<file path="src/dmaRegsPkg.sv">
//----------------------------
// DMA register map
//----------------------------
package dmaRegsPkg;

    // Register offsets on the AXI4-Lite slave
    localparam logic [3:0] CTRL_OFS   = 4'h0;
    localparam logic [3:0] COUNT_OFS  = 4'h4;
    localparam logic [3:0] STATUS_OFS = 4'h8;
    localparam logic [3:0] DATA_OFS   = 4'hC;

    // CTRL bits
    localparam int CTRL_START_BIT = 0;
    localparam int CTRL_DIR_BIT   = 1;

    // STATUS bits
    localparam int STAT_BUSY_BIT  = 0;
    localparam int STAT_DONE_BIT  = 1;
    localparam int STAT_EMPTY_BIT = 2;
    localparam int STAT_FULL_BIT  = 3;
    localparam int STAT_REM_LSB   = 16;
    localparam int STAT_REM_MSB   = 31;

    // AXI response codes
    localparam logic [1:0] RESP_OKAY   = 2'b00;
    localparam logic [1:0] RESP_SLVERR = 2'b10;

endpackage

</file>
<file path="src/dmaTypesPkg.sv">
//----------------------------
// DMA engine types and sizes
//----------------------------
package dmaTypesPkg;

    // FIFO geometry
    localparam int FIFO_DEPTH = 8;
    localparam int FIFO_AW    = 3;

    // Byte counter width to match STATUS bits 31..16
    localparam int CNT_W      = 16;

    // Sequencer states for the DREQ_/DACK_ handshake
    typedef enum logic [2:0] {
        IDLE    = 3'd0,
        WAITREQ = 3'd1,
        STROBE  = 3'd2,
        RECOVER = 3'd3,
        FINISH  = 3'd4
    } seqState_t;

    // Transfer direction as seen from the SCSI side
    typedef enum logic {
        SCSI2HOST = 1'b0,
        HOST2SCSI = 1'b1
    } dmaDir_t;

endpackage

</file>
<file path="src/fifoIf.sv">
//----------------------------
// FIFO port bundle
//----------------------------
`timescale 1ns/10ps

interface fifoIf;

    // Requests from the user side
    logic       push;
    logic       pop;
    logic [7:0] wData;

    // Head of queue and fill flags from the FIFO
    logic [7:0] rData;
    logic       empty;
    logic       full;

    modport fifo (input push, pop, wData, output rData, empty, full);
    modport user (output push, pop, wData, input rData, empty, full);

endinterface

</file>
<file path="src/xferIf.sv">
//----------------------------
// Transfer control bundle
//----------------------------
`timescale 1ns/10ps

interface xferIf;
    import dmaTypesPkg::*;

    // Set up by the register slave
    logic             start;
    dmaDir_t          dir;
    logic [CNT_W-1:0] count;

    // Returned from the sequencer and the byte counter
    logic             busy;
    logic             done;
    logic [CNT_W-1:0] remaining;

    modport regs (output start, dir, count, input busy, done, remaining);
    modport seq  (input start, dir, output busy, done);

endinterface
</file>
<file path="src/axiRegs.sv">
//----------------------------
// AXI4-Lite register slave
//----------------------------
`timescale 1ns/10ps

module axiRegs (
    input  logic        CRESET_,
    input  logic        BCLK,
    input  logic [3:0]  awAddr_i,
    input  logic        awValid_i,
    output logic        awReady_o,
    input  logic [31:0] wData_i,
    input  logic        wValid_i,
    output logic        wReady_o,
    output logic [1:0]  bResp_o,
    output logic        bValid_o,
    input  logic        bReady_i,
    input  logic [3:0]  arAddr_i,
    input  logic        arValid_i,
    output logic        arReady_o,
    output logic [31:0] rData_o,
    output logic [1:0]  rResp_o,
    output logic        rValid_o,
    input  logic        rReady_i,
    xferIf.regs         xfer,
    fifoIf.user         fifo
);
    import dmaTypesPkg::*;
    import dmaRegsPkg::*;

    logic             wrFire;
    logic             rdFire;
    logic             dataWrOk;
    logic             dataRdOk;
    dmaDir_t          dirReg;
    logic [CNT_W-1:0] countReg;
    logic             startReg;
    logic [31:0]      readWord;
    logic [1:0]       readResp;
    logic [1:0]       writeResp;

    // Address and data taken together
    assign wReady_o = awReady_o;
    assign wrFire   = awReady_o && awValid_i && wValid_i;
    assign rdFire   = arReady_o && arValid_i;

    // Host may only feed or drain the FIFO in its own direction
    assign dataWrOk = (dirReg == HOST2SCSI) && !fifo.full;
    assign dataRdOk = (dirReg == SCSI2HOST) && !fifo.empty;

    always_comb begin
        case (awAddr_i)
            CTRL_OFS, COUNT_OFS, STATUS_OFS: writeResp = RESP_OKAY;
            DATA_OFS: writeResp = dataWrOk ? RESP_OKAY : RESP_SLVERR;
            default:  writeResp = RESP_SLVERR;
        endcase
    end

    always_comb begin
        readWord = '0;
        readResp = RESP_OKAY;
        case (arAddr_i)
            CTRL_OFS:  readWord[CTRL_DIR_BIT] = dirReg;
            COUNT_OFS: readWord[CNT_W-1:0] = countReg;
            STATUS_OFS: begin
                readWord[STAT_BUSY_BIT]  = xfer.busy;
                readWord[STAT_DONE_BIT]  = xfer.done;
                readWord[STAT_EMPTY_BIT] = fifo.empty;
                readWord[STAT_FULL_BIT]  = fifo.full;
                readWord[STAT_REM_MSB:STAT_REM_LSB] = xfer.remaining;
            end
            DATA_OFS: begin
                if (dataRdOk)
                    readWord[7:0] = fifo.rData;
                else
                    readResp = RESP_SLVERR;
            end
            default: readResp = RESP_SLVERR;
        endcase
    end

    // One-cycle ready with the response a cycle later
    always_ff @(posedge BCLK or negedge CRESET_) begin
        if (CRESET_ == 1'b0) begin
            awReady_o <= 1'b0;
            bValid_o  <= 1'b0;
            bResp_o   <= RESP_OKAY;
            arReady_o <= 1'b0;
            rValid_o  <= 1'b0;
            rResp_o   <= RESP_OKAY;
        end else begin
            awReady_o <= awValid_i && wValid_i && !awReady_o && !bValid_o;
            if (wrFire) begin
                bValid_o <= 1'b1;
                bResp_o  <= writeResp;
            end else if (bReady_i) begin
                bValid_o <= 1'b0;
            end
            arReady_o <= arValid_i && !arReady_o && !rValid_o;
            if (rdFire) begin
                rValid_o <= 1'b1;
                rResp_o  <= readResp;
            end else if (rReady_i) begin
                rValid_o <= 1'b0;
            end
        end
    end

    always_ff @(posedge BCLK) begin
        if (rdFire)
            rData_o <= readWord;
    end

    // Setup frozen while a transfer runs, START then ignored too
    always_ff @(posedge BCLK or negedge CRESET_) begin
        if (CRESET_ == 1'b0) begin
            dirReg   <= SCSI2HOST;
            countReg <= '0;
            startReg <= 1'b0;
        end else begin
            startReg <= 1'b0;
            if (wrFire && !xfer.busy) begin
                case (awAddr_i)
                    CTRL_OFS: begin
                        dirReg   <= dmaDir_t'(wData_i[CTRL_DIR_BIT]);
                        startReg <= wData_i[CTRL_START_BIT];
                    end
                    COUNT_OFS: countReg <= wData_i[CNT_W-1:0];
                    default:   countReg <= countReg;
                endcase
            end
        end
    end

    // DATA accesses only touch the FIFO when they succeed
    assign fifo.push  = wrFire && (awAddr_i == DATA_OFS) && dataWrOk;
    assign fifo.pop   = rdFire && (arAddr_i == DATA_OFS) && dataRdOk;
    assign fifo.wData = wData_i[7:0];

    assign xfer.start = startReg;
    assign xfer.dir   = dirReg;
    assign xfer.count = countReg;

endmodule

</file>
<file path="src/byteCounter.sv">
//----------------------------
// Remaining byte counter
//----------------------------
`timescale 1ns/10ps

module byteCounter (
    input  logic                          CRESET_,
    input  logic                          BCLK,
    input  logic                          load_i,
    input  logic [dmaTypesPkg::CNT_W-1:0] loadValue_i,
    input  logic                          dec_i,
    output logic [dmaTypesPkg::CNT_W-1:0] remaining_o,
    output logic                          zero_o
);
    import dmaTypesPkg::*;

    logic atZero;

    assign atZero = (remaining_o == {CNT_W{1'b0}});
    assign zero_o = atZero;

    // Load wins over a byte pulse
    always_ff @(posedge BCLK or negedge CRESET_) begin
        if (CRESET_ == 1'b0) begin
            remaining_o <= '0;
        end else if (load_i) begin
            remaining_o <= loadValue_i;
        end else if (dec_i && !atZero) begin
            // Stops at zero, never wraps
            remaining_o <= remaining_o - 1'b1;
        end
    end

endmodule

</file>
<file path="src/dmaFifo.sv">
//----------------------------
// Byte FIFO, direction steered
//----------------------------
`timescale 1ns/10ps

module dmaFifo (
    input  logic                 CRESET_,
    input  logic                 BCLK,
    fifoIf.fifo                  scsiPort,
    fifoIf.fifo                  hostPort,
    input  dmaTypesPkg::dmaDir_t dir_i
);
    import dmaTypesPkg::*;

    logic [7:0]         mem [FIFO_DEPTH];
    logic [FIFO_AW-1:0] wrPtr;
    logic [FIFO_AW-1:0] rdPtr;
    logic [FIFO_AW:0]   count;
    logic               pushReq;
    logic               popReq;
    logic [7:0]         pushData;
    logic               doPush;
    logic               doPop;
    logic               empty;
    logic               full;

    // SCSI side fills in SCSI2HOST, host side fills in HOST2SCSI
    always_comb begin
        if (dir_i == SCSI2HOST) begin
            pushReq  = scsiPort.push;
            pushData = scsiPort.wData;
            popReq   = hostPort.pop;
        end else begin
            pushReq  = hostPort.push;
            pushData = hostPort.wData;
            popReq   = scsiPort.pop;
        end
    end

    assign empty  = (count == '0);
    assign full   = (count == (FIFO_AW + 1)'(FIFO_DEPTH));
    // Requests that cannot be served are dropped
    assign doPush = pushReq && !full;
    assign doPop  = popReq && !empty;

    always_ff @(posedge BCLK or negedge CRESET_) begin
        if (CRESET_ == 1'b0) begin
            wrPtr <= '0;
            rdPtr <= '0;
            count <= '0;
        end else begin
            if (doPush)
                wrPtr <= wrPtr + 1'b1;
            if (doPop)
                rdPtr <= rdPtr + 1'b1;
            // Simultaneous push and pop leave the count alone
            case ({doPush, doPop})
                2'b10:   count <= count + 1'b1;
                2'b01:   count <= count - 1'b1;
                default: count <= count;
            endcase
        end
    end

    always_ff @(posedge BCLK) begin
        if (doPush)
            mem[wrPtr] <= pushData;
    end

    // Head and flags shown on both ports
    assign scsiPort.rData = mem[rdPtr];
    assign hostPort.rData = mem[rdPtr];
    assign scsiPort.empty = empty;
    assign hostPort.empty = empty;
    assign scsiPort.full  = full;
    assign hostPort.full  = full;

endmodule

</file>
<file path="src/scsiDmaTop.sv">
//----------------------------
// SCSI DMA engine top
//----------------------------
`timescale 1ns/10ps

module scsiDmaTop (
    input  logic        CRESET_,
    input  logic        BCLK,
    input  logic [3:0]  awAddr_i,
    input  logic        awValid_i,
    output logic        awReady_o,
    input  logic [31:0] wData_i,
    input  logic        wValid_i,
    output logic        wReady_o,
    output logic [1:0]  bResp_o,
    output logic        bValid_o,
    input  logic        bReady_i,
    input  logic [3:0]  arAddr_i,
    input  logic        arValid_i,
    output logic        arReady_o,
    output logic [31:0] rData_o,
    output logic [1:0]  rResp_o,
    output logic        rValid_o,
    input  logic        rReady_i,
    input  logic        DREQ__i,
    output logic        DACK__o,
    output logic        readStrobe_o,
    output logic        writeStrobe_o,
    input  logic [7:0]  scsiData_i,
    output logic [7:0]  scsiData_o
);

    // Control bundle and the two FIFO ports
    xferIf xfer ();
    fifoIf scsiPort ();
    fifoIf hostPort ();

    logic cntLoad;
    logic cntDec;
    logic cntZero;

    dmaFifo uFifo (
        .CRESET_  (CRESET_),
        .BCLK     (BCLK),
        .scsiPort (scsiPort),
        .hostPort (hostPort),
        .dir_i    (xfer.dir)
    );

    // Loaded from COUNT and counted down per strobe
    byteCounter uCounter (
        .CRESET_     (CRESET_),
        .BCLK        (BCLK),
        .load_i      (cntLoad),
        .loadValue_i (xfer.count),
        .dec_i       (cntDec),
        .remaining_o (xfer.remaining),
        .zero_o      (cntZero)
    );

    scsiSeq uSeq (
        .CRESET_       (CRESET_),
        .BCLK          (BCLK),
        .DREQ__i       (DREQ__i),
        .zero_i        (cntZero),
        .xfer          (xfer),
        .fifo          (scsiPort),
        .load_o        (cntLoad),
        .dec_o         (cntDec),
        .DACK__o       (DACK__o),
        .readStrobe_o  (readStrobe_o),
        .writeStrobe_o (writeStrobe_o),
        .scsiData_i    (scsiData_i),
        .scsiData_o    (scsiData_o)
    );

    axiRegs uRegs (
        .CRESET_   (CRESET_),
        .BCLK      (BCLK),
        .awAddr_i  (awAddr_i),
        .awValid_i (awValid_i),
        .awReady_o (awReady_o),
        .wData_i   (wData_i),
        .wValid_i  (wValid_i),
        .wReady_o  (wReady_o),
        .bResp_o   (bResp_o),
        .bValid_o  (bValid_o),
        .bReady_i  (bReady_i),
        .arAddr_i  (arAddr_i),
        .arValid_i (arValid_i),
        .arReady_o (arReady_o),
        .rData_o   (rData_o),
        .rResp_o   (rResp_o),
        .rValid_o  (rValid_o),
        .rReady_i  (rReady_i),
        .xfer      (xfer),
        .fifo      (hostPort)
    );

endmodule

</file>
<file path="src/scsiSeq.sv">
//----------------------------
// SCSI DMA sequencer
//----------------------------
`timescale 1ns/10ps

module scsiSeq (
    input  logic       CRESET_,
    input  logic       BCLK,
    input  logic       DREQ__i,
    input  logic       zero_i,
    xferIf.seq         xfer,
    fifoIf.user        fifo,
    output logic       load_o,
    output logic       dec_o,
    output logic       DACK__o,
    output logic       readStrobe_o,
    output logic       writeStrobe_o,
    input  logic [7:0] scsiData_i,
    output logic [7:0] scsiData_o
);
    import dmaTypesPkg::*;

    seqState_t  state;
    seqState_t  nextState;
    logic       dreqSync;
    logic       toHost;
    logic       fifoReady;
    logic       doneReg;
    logic [7:0] dataOut;

    assign toHost    = (xfer.dir == SCSI2HOST);
    // Room for a byte going up, or a byte waiting to go down
    assign fifoReady = toHost ? !fifo.full : !fifo.empty;

    always_comb begin
        nextState = state;
        case (state)
            IDLE:    if (xfer.start) nextState = WAITREQ;
            WAITREQ: begin
                if (zero_i)
                    nextState = FINISH;
                else if (!dreqSync && fifoReady)
                    nextState = STROBE;
            end
            STROBE:  nextState = RECOVER;
            RECOVER: nextState = WAITREQ;
            FINISH:  nextState = IDLE;
            default: nextState = IDLE;
        endcase
    end

    // DREQ_ clocked in once before use
    always_ff @(posedge BCLK or negedge CRESET_) begin
        if (CRESET_ == 1'b0) begin
            state         <= IDLE;
            dreqSync      <= 1'b1;
            doneReg       <= 1'b0;
            DACK__o       <= 1'b1;
            readStrobe_o  <= 1'b0;
            writeStrobe_o <= 1'b0;
        end else begin
            state    <= nextState;
            dreqSync <= DREQ__i;
            // Done holds from FINISH until the next start
            if (load_o)
                doneReg <= 1'b0;
            else if (nextState == FINISH)
                doneReg <= 1'b1;
            // Registered outputs are low/high exactly while in STROBE
            DACK__o       <= (nextState != STROBE);
            readStrobe_o  <= (nextState == STROBE) && toHost;
            writeStrobe_o <= (nextState == STROBE) && !toHost;
        end
    end

    // Outgoing byte latched from the FIFO head as STROBE begins
    always_ff @(posedge BCLK) begin
        if (nextState == STROBE && !toHost)
            dataOut <= fifo.rData;
    end

    assign scsiData_o = dataOut;

    // Counter loads on the start edge
    assign load_o = (state == IDLE) && xfer.start;
    assign dec_o  = (state == STROBE);

    // Byte moves in the STROBE cycle
    assign fifo.push  = (state == STROBE) && toHost;
    assign fifo.pop   = (state == STROBE) && !toHost;
    assign fifo.wData = scsiData_i;

    assign xfer.busy = (state != IDLE);
    assign xfer.done = doneReg;

endmodule

</file>
<file path="config.mk">
export PLATFORM = sky130hd
export DESIGN_NAME = scsiDmaTop
export DESIGN_NICKNAME = d
export VERILOG_FILES = /design/src/dmaRegsPkg.sv /design/src/dmaTypesPkg.sv /design/src/fifoIf.sv /design/src/xferIf.sv /design/src/axiRegs.sv /design/src/byteCounter.sv /design/src/dmaFifo.sv /design/src/scsiDmaTop.sv /design/src/scsiSeq.sv
export SDC_FILE = /design/constraint.sdc
export NUM_CORES = 1
export LEC_CHECK = 0
export BUFFER_PORTS_ARGS = -buffer_cell sky130_fd_sc_hd__buf_2
export CORE_ASPECT_RATIO = 2
export CORE_MARGIN = 10
export CORE_UTILIZATION = 59
export CTS_BUF_LIST = sky130_fd_sc_hd__clkbuf_8
export DETAILED_ROUTE_END_ITERATION = 10
export GPL_TIMING_DRIVEN = 0
export PLACE_DENSITY = 0.87
export REMOVE_ABC_BUFFERS = 1
export SLEW_MARGIN = 5
export SYNTH_ARGS = -nofsm -noshare
export SYNTH_HDL_FRONTEND = slang
export SYNTH_SLANG_ARGS = --single-unit
</file>
<file path="constraint.sdc">
create_clock -name BCLK -period 3.6 [get_ports BCLK]
set_input_delay 0.54 -clock BCLK [delete_from_list [all_inputs] [get_ports BCLK]]
set_output_delay 0.54 -clock BCLK [all_outputs]
set_load 0.01 [all_outputs]
</file>
======== After elaboration in Yosys (flattened, before gate mapping) ========
Memories as Yosys holds them, arrays and structs flattened.
Index checks and enable logic that the tools add are counted.
W data, S select, Z words.
storage, ports and cells
  flip-flop bits (word level) ............. 100
  RAM bits ................................ 64
  bits of input ports ..................... 56
  output and inout port bits .............. 52
  logic and storage cells ................. 123
  memories kept ........................... 1
memories
  memory     depth  bits a word  rd ports  clocked after memory_dff  wr ports  line           text
  uFifo.mem  8      8            1         0                         1         dmaFifo.sv:15  logic [7:0] mem [FIFO_DEPTH];
cells by class
  add/sub/neg operators ................... 5
  equal/unequal tests ..................... 15
  mux-type cells .......................... 30
  bitwise gates (word level) .............. 1
  reductions and logical operators ........ 48
operator list
  kind                     number
  $mux W16                 2
  $logic_and A1 B1 Y1      24
  $eq A4 B4 Y1 const B     5
  $logic_not A16 Y1        1
  $mux W8                  2
  $pmux W4 S2              2
  $sub A16 B1 Y16 const B  1
  $mux W1                  13
  $logic_not A4 Y1         3
  $pmux W3 S4              1
  $reduce_bool A2 Y1       5
  $eq A3 B2 Y1 const B     3
  $logic_not A1 Y1         9
  $mux W3                  3
  $eq A4 B3 Y1 const B     2
  $pmux W2 S2              2
  $add A3 B1 Y3 const B    2
  $pmux W2 S3              1
  $reduce_or A3 Y1         2
  $add A4 B1 Y4 const B    1
  $mux W2                  2
  $pmux W1 S4              1
  $reduce_and A2 Y1        2
  $sub A4 B1 Y4 const B    1
  9 further kinds          9

======== Longest topological paths before layout ========
Gate-level depths: netlist (run 1).
  depth in word-level cells ............... 10
  gate-level depth with buffers ........... 12
  gate-level depth less buffers ........... 12

======== Hierarchy ========
A second synthesis (run 1) with hierarchy kept.
unflattened totals
  cell total of the unflattened synthesis .. 509
  area, all modules ....................... 7,398.3 um^2
by module, submodules not included
  module       instances  cells an instance  area each (um^2)
  dmaFifo      1          179                3,308.2
  axiRegs      1          157                2,411.1
  byteCounter  1          124                1,046.0
  scsiSeq      1          49                 633.1

======== Least setup slack after synthesis (run 1) ========
Ideal clock, no wire load.
  path type ............................... reg2reg
  from .................................... register uSeq.state[0]
  to ...................................... register uFifo.count[3]
  library setup time ...................... 126 ps
  arrival time ............................ 2,380 ps
  path slack .............................. 1,095 ps
  stages on the path, launching flop included .. 13
  buffers on the path ..................... 1
  cell sequence ........................... dfrtp_1 -> or3b_1 -> buf_2 -> nor2_1 -> o21a_1 -> inv_1 -> ha_1 -> ha_1 -> a21o_1 -> a21oi_1 -> xnor2_1 -> nor2_1 -> xor2_1
between the ends
  cells in the longest elaborated chain, start to end .. 6
  elaborated cells between the ends (all ways) .. 11
  those cells by class .................... 3 x eq/ne; 3 x mux; 5 x reduce/logical
ends and longest elaborated chain
  what                                               line                          text
  from (decl)                                        scsiSeq.sv:23                 seqState_t state;
  from (signal assigned)                             scsiSeq.sv:62                 state <= nextState;
  $eq A3 B2 Y1 *                                     scsiSeq.sv:89, scsiSeq.sv:90
  $logic_and A1 B1 Y1, on equally long branches      scsiSeq.sv:90, scsiSeq.sv:89
  $mux W1                                            dmaFifo.sv:29                 if (dir_i == SCSI2HOST) begin
  $logic_and A1 B1 Y1, on equally long branches      dmaFifo.sv:44, dmaFifo.sv:43
  $eq A2 B1 Y1 or $eq A2 B2 Y1 (tied branches)       dmaFifo.sv:57                 case ({doPush, doPop})
  $pmux W4 S2 or $reduce_bool A2 Y1 (tied branches)  n/a
  to (signal assigned)                               dmaFifo.sv:58                 2'b10: count <= count + 1'b1;
  to (signal assigned)                               dmaFifo.sv:59                 2'b01: count <= count - 1'b1;
  to (signal assigned)                               dmaFifo.sv:60                 default: count <= count;
  to (decl)                                          dmaFifo.sv:18                 logic [FIFO_AW:0] count;
Every way passes the cells marked *; elsewhere a longest branch is shown, timed or not.
A chain may end at the register's enable or synchronous reset.

======== Worst setup path in the final report (run 1) ========
  from .................................... register uRegs.dirReg (netlist: uRegs.xfer.dir)
  to ...................................... memory uFifo.mem[4][1] (enable)
between the ends
  cells in the longest elaborated chain, start to end .. 6
  elaborated cells between the ends (all ways) .. 8
  those cells by class .................... 3 x mux; 1 x bitwise; 4 x reduce/logical
ends and longest elaborated chain
  what                                               line                           text
  from (decl)                                        axiRegs.sv:35                  dmaDir_t dirReg;
  from (signal assigned)                             axiRegs.sv:125                 dirReg <= dmaDir_t'(wData_i[CTRL_DIR_BIT]);
  $logic_and A1 B1 Y1 or $not A1 Y1 (tied branches)  axiRegs.sv:48, scsiSeq.sv:31
  $logic_and A1 B1 Y1, on equally long branches      axiRegs.sv:136, scsiSeq.sv:89
  $mux W1 *                                          dmaFifo.sv:29
  $logic_and A1 B1 Y1 *                              dmaFifo.sv:43                  assign doPush = pushReq && !full;
  $mux W1 *                                          dmaFifo.sv:66                  if (doPush)
  $mux W1 (not written as such) *                    dmaFifo.sv:67                  mem[wrPtr] <= pushData;
  to (decl)                                          dmaFifo.sv:15
Marks and branches as above.

==> impl_metrics.csv, run 1 <==
group,metric,value,unit
cts,cts.sinks,162,
setup_path,cp_top_family,"simple AND/OR/NAND/NOR gates",
synth,ys_types,61,
place,gp_congestion,0.9331,
route,wl,14.86,mm
synth,synth_warnings,0,
setup_path,crit_fanout,20,
setup_path,cp_slowest_stage_delay,0.99,ns
sta,timing.fmax,315.0,MHz
pwr,leakagePower,3.116,nW
die,pin_count,108,
synth,syn_area,6920,µm²
cts,clk_path_buf_depth,2,
pwr,power.internal,3.034,mW
cts,cts_tree,"yes",
synth,syn_inst,472,
route,drt_iter0_markers,302,
cts,cts_buffers,17,
worst_hold_path,hold_path_class,"input port to async pin",
cts,htreeDepth,4,
die,num_rows,55,
run_status,status,"complete, no violations",
final_layout,fin_nets,622,
pwr,p_sw,1.534,mW
setup_path,start_kind,"flip-flop",
pwr,pwr-share-seq,50.4,%
cts,cts.repair.resized,0,
grt,overflow,0,
place,io_buffer_count,89,
final_layout,stdcell_count,714,
setup_path,crit_buf_inv,0,
synth,ys_ff_latch,162,
cts,clk_latency,0.46,ns
die,die_w,96.58,µm
final_layout,n_antenna_cell,0,
cts,hold_buffers,0,
sta,finalWorstPathRequiredPeriod,3.175,ns
final_layout,area_growth_syn_to_layout,13.32,%
sta,worstMarginPinSlew,1.263,ns
setup_path,worstPathArrival,3.24,ns
pwr,comb_power_share,22.3,%
cts,post-cts-setup-buffers,0,
setup_path,path_cells,"nand3_1 > nor4_1 > o21a_1 > nand2_1 > nor3_1",
setup_path,end_kind,"flip-flop",
final_layout,n_fill_cell,752,
route,avgRoutedWirePerCell,20.81,µm
die,fp.dieH,173.2,µm
cts,cts_root_buf,"clkbuf_8",
grt,grt_usage,18.39,%
sta,setup_viol,0,
pwr,ir_drop,0.4203,mV
setup_path,cp_data_required_time,3.67,ns
synth,ys_seq_area_share,66.14,%
setup_path,crit_type,"flip-flop to flip-flop",
setup_path,slowest_stage,"nor3_1",
synth,synth_edf_count,104,
sta,rsz0062_at_grt,"no",
die,core-area,11420,µm²
route,vias,4282,
die,initial_core_util,60.58,%
route,drt_pre_antenna_iters,5,
job,maxCapViolCount,0,
sta,hold_viol,0,
synth,ys.flop_type,"edfxtp_1",
cts,clk_transition_reported_paths,0.09,ns
pwr,clockPowerShare,27.3,%
grt,antenna_found_initial,0,
sta,fin_skew,0.01063,ns
pwr,powerDensity,582.5,nW/µm²
sta,report.final.slew_viol_count,0,
pwr,power.share.switching,33.59,%
route,ant_nets,0,
synth,async_flop_share,35.80,%
sta,post-route-period-util,88.18,%
grt,grt_max_degree,59,
grt,grt_pass1_wl,23.41,mm
route,vias_per_cell,5.997,
sta,setup_tns,0,ns
sta,slew-limit-headroom,15.17,%
synth,syn_area_per_cell,14.66,µm²
final_layout,drive_gt1_share,33.92,%
route,drc,0,
die,die_area,16720,µm²
place,place_inst,682,
grt,grt_pass1_vias,4519,
place,dp_hpwl,11.10,mm
metal layers:
metal / share of wire (%) / wire length, µm / vias up / track usage [%]
li1: - / - / 1940 / -
met1: 33 / 4829 / 2123 / 18.29
met2: 57 / 8411 / 168 / 32.51
met3: 6.4 / 954 / 51 / 4.729
met4: 4.5 / 662 / 0 / 10.35
met5: 0 / 0 / - / 0
stage by stage:
step / util (%) / setup slack (ns) / area, µm² / hold slack (ns) / power [mW]
after floorplan: - / 1.077 / 6809 / 0.2444 / 3.012
after global placement: 65.06 / 0.2977 / 7432 / 0.4336 / 3.273
after detailed placement: 65.22 / 0.2548 / 7451 / 0.4549 / 3.331
after CTS: 68.46 / 0.2396 / 7820 / 0.1520 / 4.561
after global routing: 68.65 / 0.1590 / 7843 / 0.1487 / 4.780
final: 68.65 / 0.4254 / 7843 / 0.1250 / 4.569
flip-flops by register name, summed over array words and instances, names as in the netlist, 3 cells and up:
| register | cells |
|---|---|
| uSeq.state | 3 |
| uRegs.xfer.count | 16 |
| uFifo.wrPtr | 3 |
| uSeq.scsiData_o | 8 |
| uFifo.rdPtr | 3 |
| uCounter.remaining_o | 16 |
| uRegs.rData_o | 32 |
| uFifo.mem | 64 |
| uFifo.count | 4 |
worst register-to-register path: cells and delay by family (launching register included):
kind	cells	cell delay, ns
DFF	1	0.97
and+or+nand+nor	4	1.57
AOI/OAI and AO/OA	1	0.25
path summary, 6_finish.rpt:
kind                            startpoint             endpoint  slack, ns  cells past startpoint
min reg2reg                uRegs.arReady_o      uRegs.arReady_o       0.47                      1
max reg2reg                 uRegs.xfer.dir      uFifo.mem[4][1]       0.43                      5
min                                CRESET_       uFifo.wrPtr[1]       0.13                      1
min in group BCLK                  DREQ__i        uSeq.dreqSync       0.17                      1
max                         uRegs.xfer.dir      uFifo.mem[4][1]       0.43                      5
max in group asynchronous          CRESET_  uRegs.xfer.count[5]       2.94                      1
cell families (layout without fill, tap and decap cells):
logic type	after synthesis	count (layout)	share of synthesized area, %
adder cells (fa/ha/maj)	7	7	1.374
multiplexers	51	51	10.88
AO/OA/AOI/OAI	62	62	6.238
XOR/XNOR	13	13	1.645
buffers and inverters	38	137	2.477
flip-flops	162	162	66.14
other	1	2	0.05419
AND/OR/NAND/NOR	138	138	11.19
layout make-up:
cell class | count | area (µm²) | share of cell area (%)
Clock buffer | 17 | 234.0 | 2.983
Clock inverter | 15 | 135.1 | 1.723
Inverter | 15 | 56.30 | 0.7179
Multi-Input combinational cell | 273 | 2207 | 28.14
Sequential cell | 162 | 4577 | 58.36
Tap cell | 142 | 177.7 | 2.265
Timing Repair Buffer | 90 | 455.4 | 5.807
power groups by stage:
stage               Sequential (mW)  Clock [mW]  Combinational, mW
CTS                            2.30        1.26               1.00
global placement               2.32           0              0.952
finish                         2.30        1.25               1.02
floorplan                      2.30           0              0.710
detailed placement             2.34           0              0.993
global route                   2.32        1.34               1.11
cell usage in the layout (no fill, tap or decap), types with 3 or more instances in the layout:
cell      instances
a21oi_1          15
a221o_1           4
a31oi_1           3
a32o_1            4
and2_1           23
buf_2            88
clkbuf_8         17
dfrtp_1          56
edfxtp_1        104
ha_1              6
inv_1            14
inv_6             7
inv_8             4
mux2_2           34
mux4_2           16
nand2_1          34
nand2b_1          3
nand3_1          13
nand4_1           3
nor2_1           23
nor3_1            6
nor3_2            3
nor3b_2           6
nor4_1            4
o211ai_1          4
o21ai_0          12
o31ai_1           4
or3_1             4
xnor2_1           9
xor2_1            4
cells in the mapped netlist, types with 2 or more instances:
library cell,number,area (µm²)
edfxtp_1,104,3123
mux4_2,16,360.4
nor3_2,2,20.02
nor4_1,4,25.02
inv_1,15,56.30
nor3_1,7,35.03
nand3_1,13,65.06
buf_1,2,7.510
a22oi_1,2,15.01
dfrtp_1,56,1401
a2111oi_2,2,30.03
o21ai_1,2,10.01
xnor2_1,9,78.83
o21ai_0,12,60.06
mux2_2,34,382.9
o21a_1,2,15.01
or3_1,4,25.02
nor2_1,23,86.33
nor4_2,2,25.02
nand2b_1,3,18.77
a31oi_1,3,18.77
clkbuf_1,11,41.29
nor3b_2,2,25.02
a21oi_1,15,75.07
ha_1,6,75.07
buf_4,3,22.52
nand4_1,3,18.77
dfstp_2,2,52.55
nand2_1,34,127.6
xor2_1,4,35.03
o31ai_1,4,30.03
a221o_1,4,40.04
o211ai_1,4,30.03
nor4b_1,2,17.52
buf_2,5,25.02
and3_1,2,12.51
nor3b_1,5,37.54
and2_1,23,143.9
a32o_1,4,40.04
No activity file was read; power rests on OpenSTA's default activity.
==> run 2, diff against run 1 <==
ABC_AREA = 1   (was unset)
PLACE_DENSITY = 0.86   (was 0.87)
==> run 2 against run 1 <==
First-iteration DRC count increased by 5.6%. Routed wire length is 14% higher. Critical path type unchanged. Hold slack better by 0.0044 ns. Clock skew is 0.0035 ns higher. Sequential share of layout area decreased by 2.2 points. Clock power increased by 14%. Power is 20% higher. Worst setup slack worse by 0.025 ns. Highest routed layer unchanged. Sequential cell count stayed put.
==> impl_metrics.csv, run 2 <==
group,metric,value,unit
cts,cts.repair.resized,0,
route,vias,5427,
place,gp_congestion,0.8843,
synth,ys_ff_latch,162,
synth,syn_area,7254,µm²
synth,synth-compound-area-share,7.209,%
sta,setup_tns,0,ns
grt,grt_pass1_wl,26.88,mm
pwr,ir_drop,0.4004,mV
final_layout,n_antenna_cell,0,
sta,hold_viol,0,
job,maxCapViolCount,0,
final_layout,final_util,67.23,%
sta,slew-limit-headroom,21.07,%
setup_path,path_cells,"inv_1 > nand2_1 > nor2_4 > nand2_2 > nand2_2 > ha_1 > ha_1 > a21oi_1 > nand2_1 > a21oi_1 > o21ai_0 > nand2_1 > nand2_1",
setup_path,end_kind,"flip-flop",
synth,synth_edf_count,104,
final_layout,top_register,"uFifo.mem",
sta,post-route-period-util,88.86,%
final_layout,register_area,4577,µm²
setup_path,crit_type,"flip-flop to flip-flop",
die,die_area,17400,µm²
sta,fin_skew,0.01415,ns
setup_path,worstPathArrival,3.56,ns
route,ant_nets,0,
final_layout,drive_gt1_share,19.47,%
setup_path,slowest_stage,"inv_1",
cts,htreeDepth,4,
die,pin_count,108,
sta,setup_ws,0.4009,ns
setup_path,cp_slowest_stage_delay,0.54,ns
sta,holdWs,0.1295,ns
place,placed_area,7725,µm²
cts,cts.sinks,162,
die,initial_core_util,59.83,%
sta,report.final.slew_viol_count,0,
synth,syn_area_per_cell,9.938,µm²
final_layout,final_cell_area,8152,µm²
grt,grt_max_degree,59,
cts,clk_transition_reported_paths,0.09,ns
pwr,leakagePower,3.615,nW
cts,cts_root_buf,"clkbuf_8",
route,drt_pre_antenna_iters,7,
synth,async_flop_share,35.80,%
sta,timing.fmax,312.6,MHz
die,fp.dieH,176.8,µm
cts,clk_latency,0.47,ns
synth,ys_seq_area_share,63.09,%
place,dp_hpwl,12.16,mm
die,die_w,98.41,µm
grt,grt_usage,19.65,%
synth,ys.flop_type,"edfxtp_1",
worst_hold_path,hold_path_class,"input port to async pin",
synth,synth_common_cells,"nand2_1, nor2_1, edfxtp_1",
die,core-area,12120,µm²
run_status,status,"complete, no violations",
synth,synthAdderAreaFrac,1.311,%
grt,grt_pass1_vias,5463,
sta,worstMarginPinSlew,1.184,ns
final_layout,mostFrequentLayoutCells,"nand2_1, nor2_1, edfxtp_1",
synth,ys_types,40,
final_layout,n_fill_cell,918,
place,pre_cts_slack,0.1580,ns
synth,synthXorXnorAreaFrac,0.9659,%
place,place_inst,942,
synth,synth-simple-area-share,21.39,%
setup_path,crit_fanout,20,
setup_path,cp_top_family,"simple AND/OR/NAND/NOR gates",
cts,clk_path_buf_depth,2,
sta,finalWorstPathRequiredPeriod,3.199,ns
sta,setup_viol,0,
pwr,powerDensity,670.3,nW/µm²
route,drt_iter0_markers,319,
final_layout,area_growth_syn_to_layout,12.37,%
synth,synth_top_family_by_area,"simple AND/OR/NAND/NOR gates",
synth,synth_warnings,0,
synth,synth_top_cell_by_area,"edfxtp_1",
setup_path,cp_data_required_time,3.96,ns
cts,cts_tree,"yes",
route,wl,16.94,mm
final_layout,largest_reg_flops,64,
die,num_rows,57,
final_layout,stdcell_count,974,
setup_path,crit_buf_inv,1,
synth,netlist.area_leader.share,43.05,%
synth,synth.area.mux_share,0,%
cts,post-cts-setup-buffers,0,
pwr,finalPower,5.464,mW
cts,hold_buffers,0,
setup_path,critPathMostFrequentCell,"nand2_1",
place,io_buffer_count,89,
final_layout,fin_nets,877,
route,vias_per_cell,5.572,
sta,rsz0062_at_grt,"no",
route,avgRoutedWirePerCell,17.39,µm
synth,syn_inst,730,
final_layout,layout_commonest_cell,"nand2_1",
synth,synthMostInstantiatedCell,"nand2_1",
cts,cts_buffers,17,
setup_path,start_kind,"flip-flop",
route,drc,0,
grt,antenna_found_initial,0,
synth,synth_top_cells_by_area,"edfxtp_1, dfrtp_1, nand2_1, nor2_1, o21ai_0",
final_layout,largestRegisters,"uFifo.mem: 64 flops, uRegs.rData_o: 32 flops",
grt,overflow,0,
final_layout,multiInputGateArea,2247,µm²
run 2: changes by cell type in the layout (fill, tap and decap cells not counted), sizes merged, moves of 6 or more:
| cell | delta |
|---|---|
| nand2 | +129 |
| nor3 | -8 |
| nor2 | +105 |
| mux2 | -34 |
| inv | +50 |
| mux4 | -16 |
| nand3 | +41 |
| nor4 | -6 |
| nor3b | -7 |
| xnor2 | -8 |
| o21ai | +59 |
| and2 | -24 |
run 2: cells by family after synthesis:
group / count (synthesis)
AND/OR/NAND/NOR: 357
flip-flops: 162
AO/OA/AOI/OAI: 98
buffers and inverters: 97
XOR/XNOR: 8
adder cells (fa/ha/maj): 7
other: 1
run 2: cell type report:
class                      instances  share of cell area [%]
clock buffer                      18                   3.039
clock inverter                    14                   2.164
inverter                          72                   3.331
multi-input combinational        472                   27.57
sequential                       162                   56.15
tap                              147                   2.256
timing repair buffer              89                   5.495
run 2: power breakdown:
part | total (mW) | switching, mW | internal [mW]
clock network | 1.42 | 0.701 | 0.714
logic | 1.53 | 1.04 | 0.484
registers | 2.52 | 0.255 | 2.27
run 2: worst paths after layout:
path	start	end	slack (ns)	cells after the start
worst min register to register	uRegs.arReady_o	uRegs.arReady_o	0.45	1
worst min-delay path	CRESET_	uRegs.awReady_o	0.13	1
worst max register to register	uRegs.xfer.dir	uFifo.count[3]	0.40	13
max in group asynchronous	CRESET_	uRegs.xfer.count[10]	2.95	1
worst max-delay path	uRegs.xfer.dir	uFifo.count[3]	0.40	13
min in group BCLK	DREQ__i	uSeq.dreqSync	0.16	1
run 2: layer usage:
| metal | global-route usage (%) | vias up | part of all wire [%] | wire (µm) |
|---|---|---|---|---|
| li1 | - | 2582 | - | - |
| met1 | 18.42 | 2560 | 33 | 5657 |
| met2 | 36.72 | 223 | 56 | 9455 |
| met3 | 4.732 | 62 | 6.2 | 1055 |
| met4 | 12.18 | 0 | 4.5 | 769 |
| met5 | 0 | - | 0 | 0 |
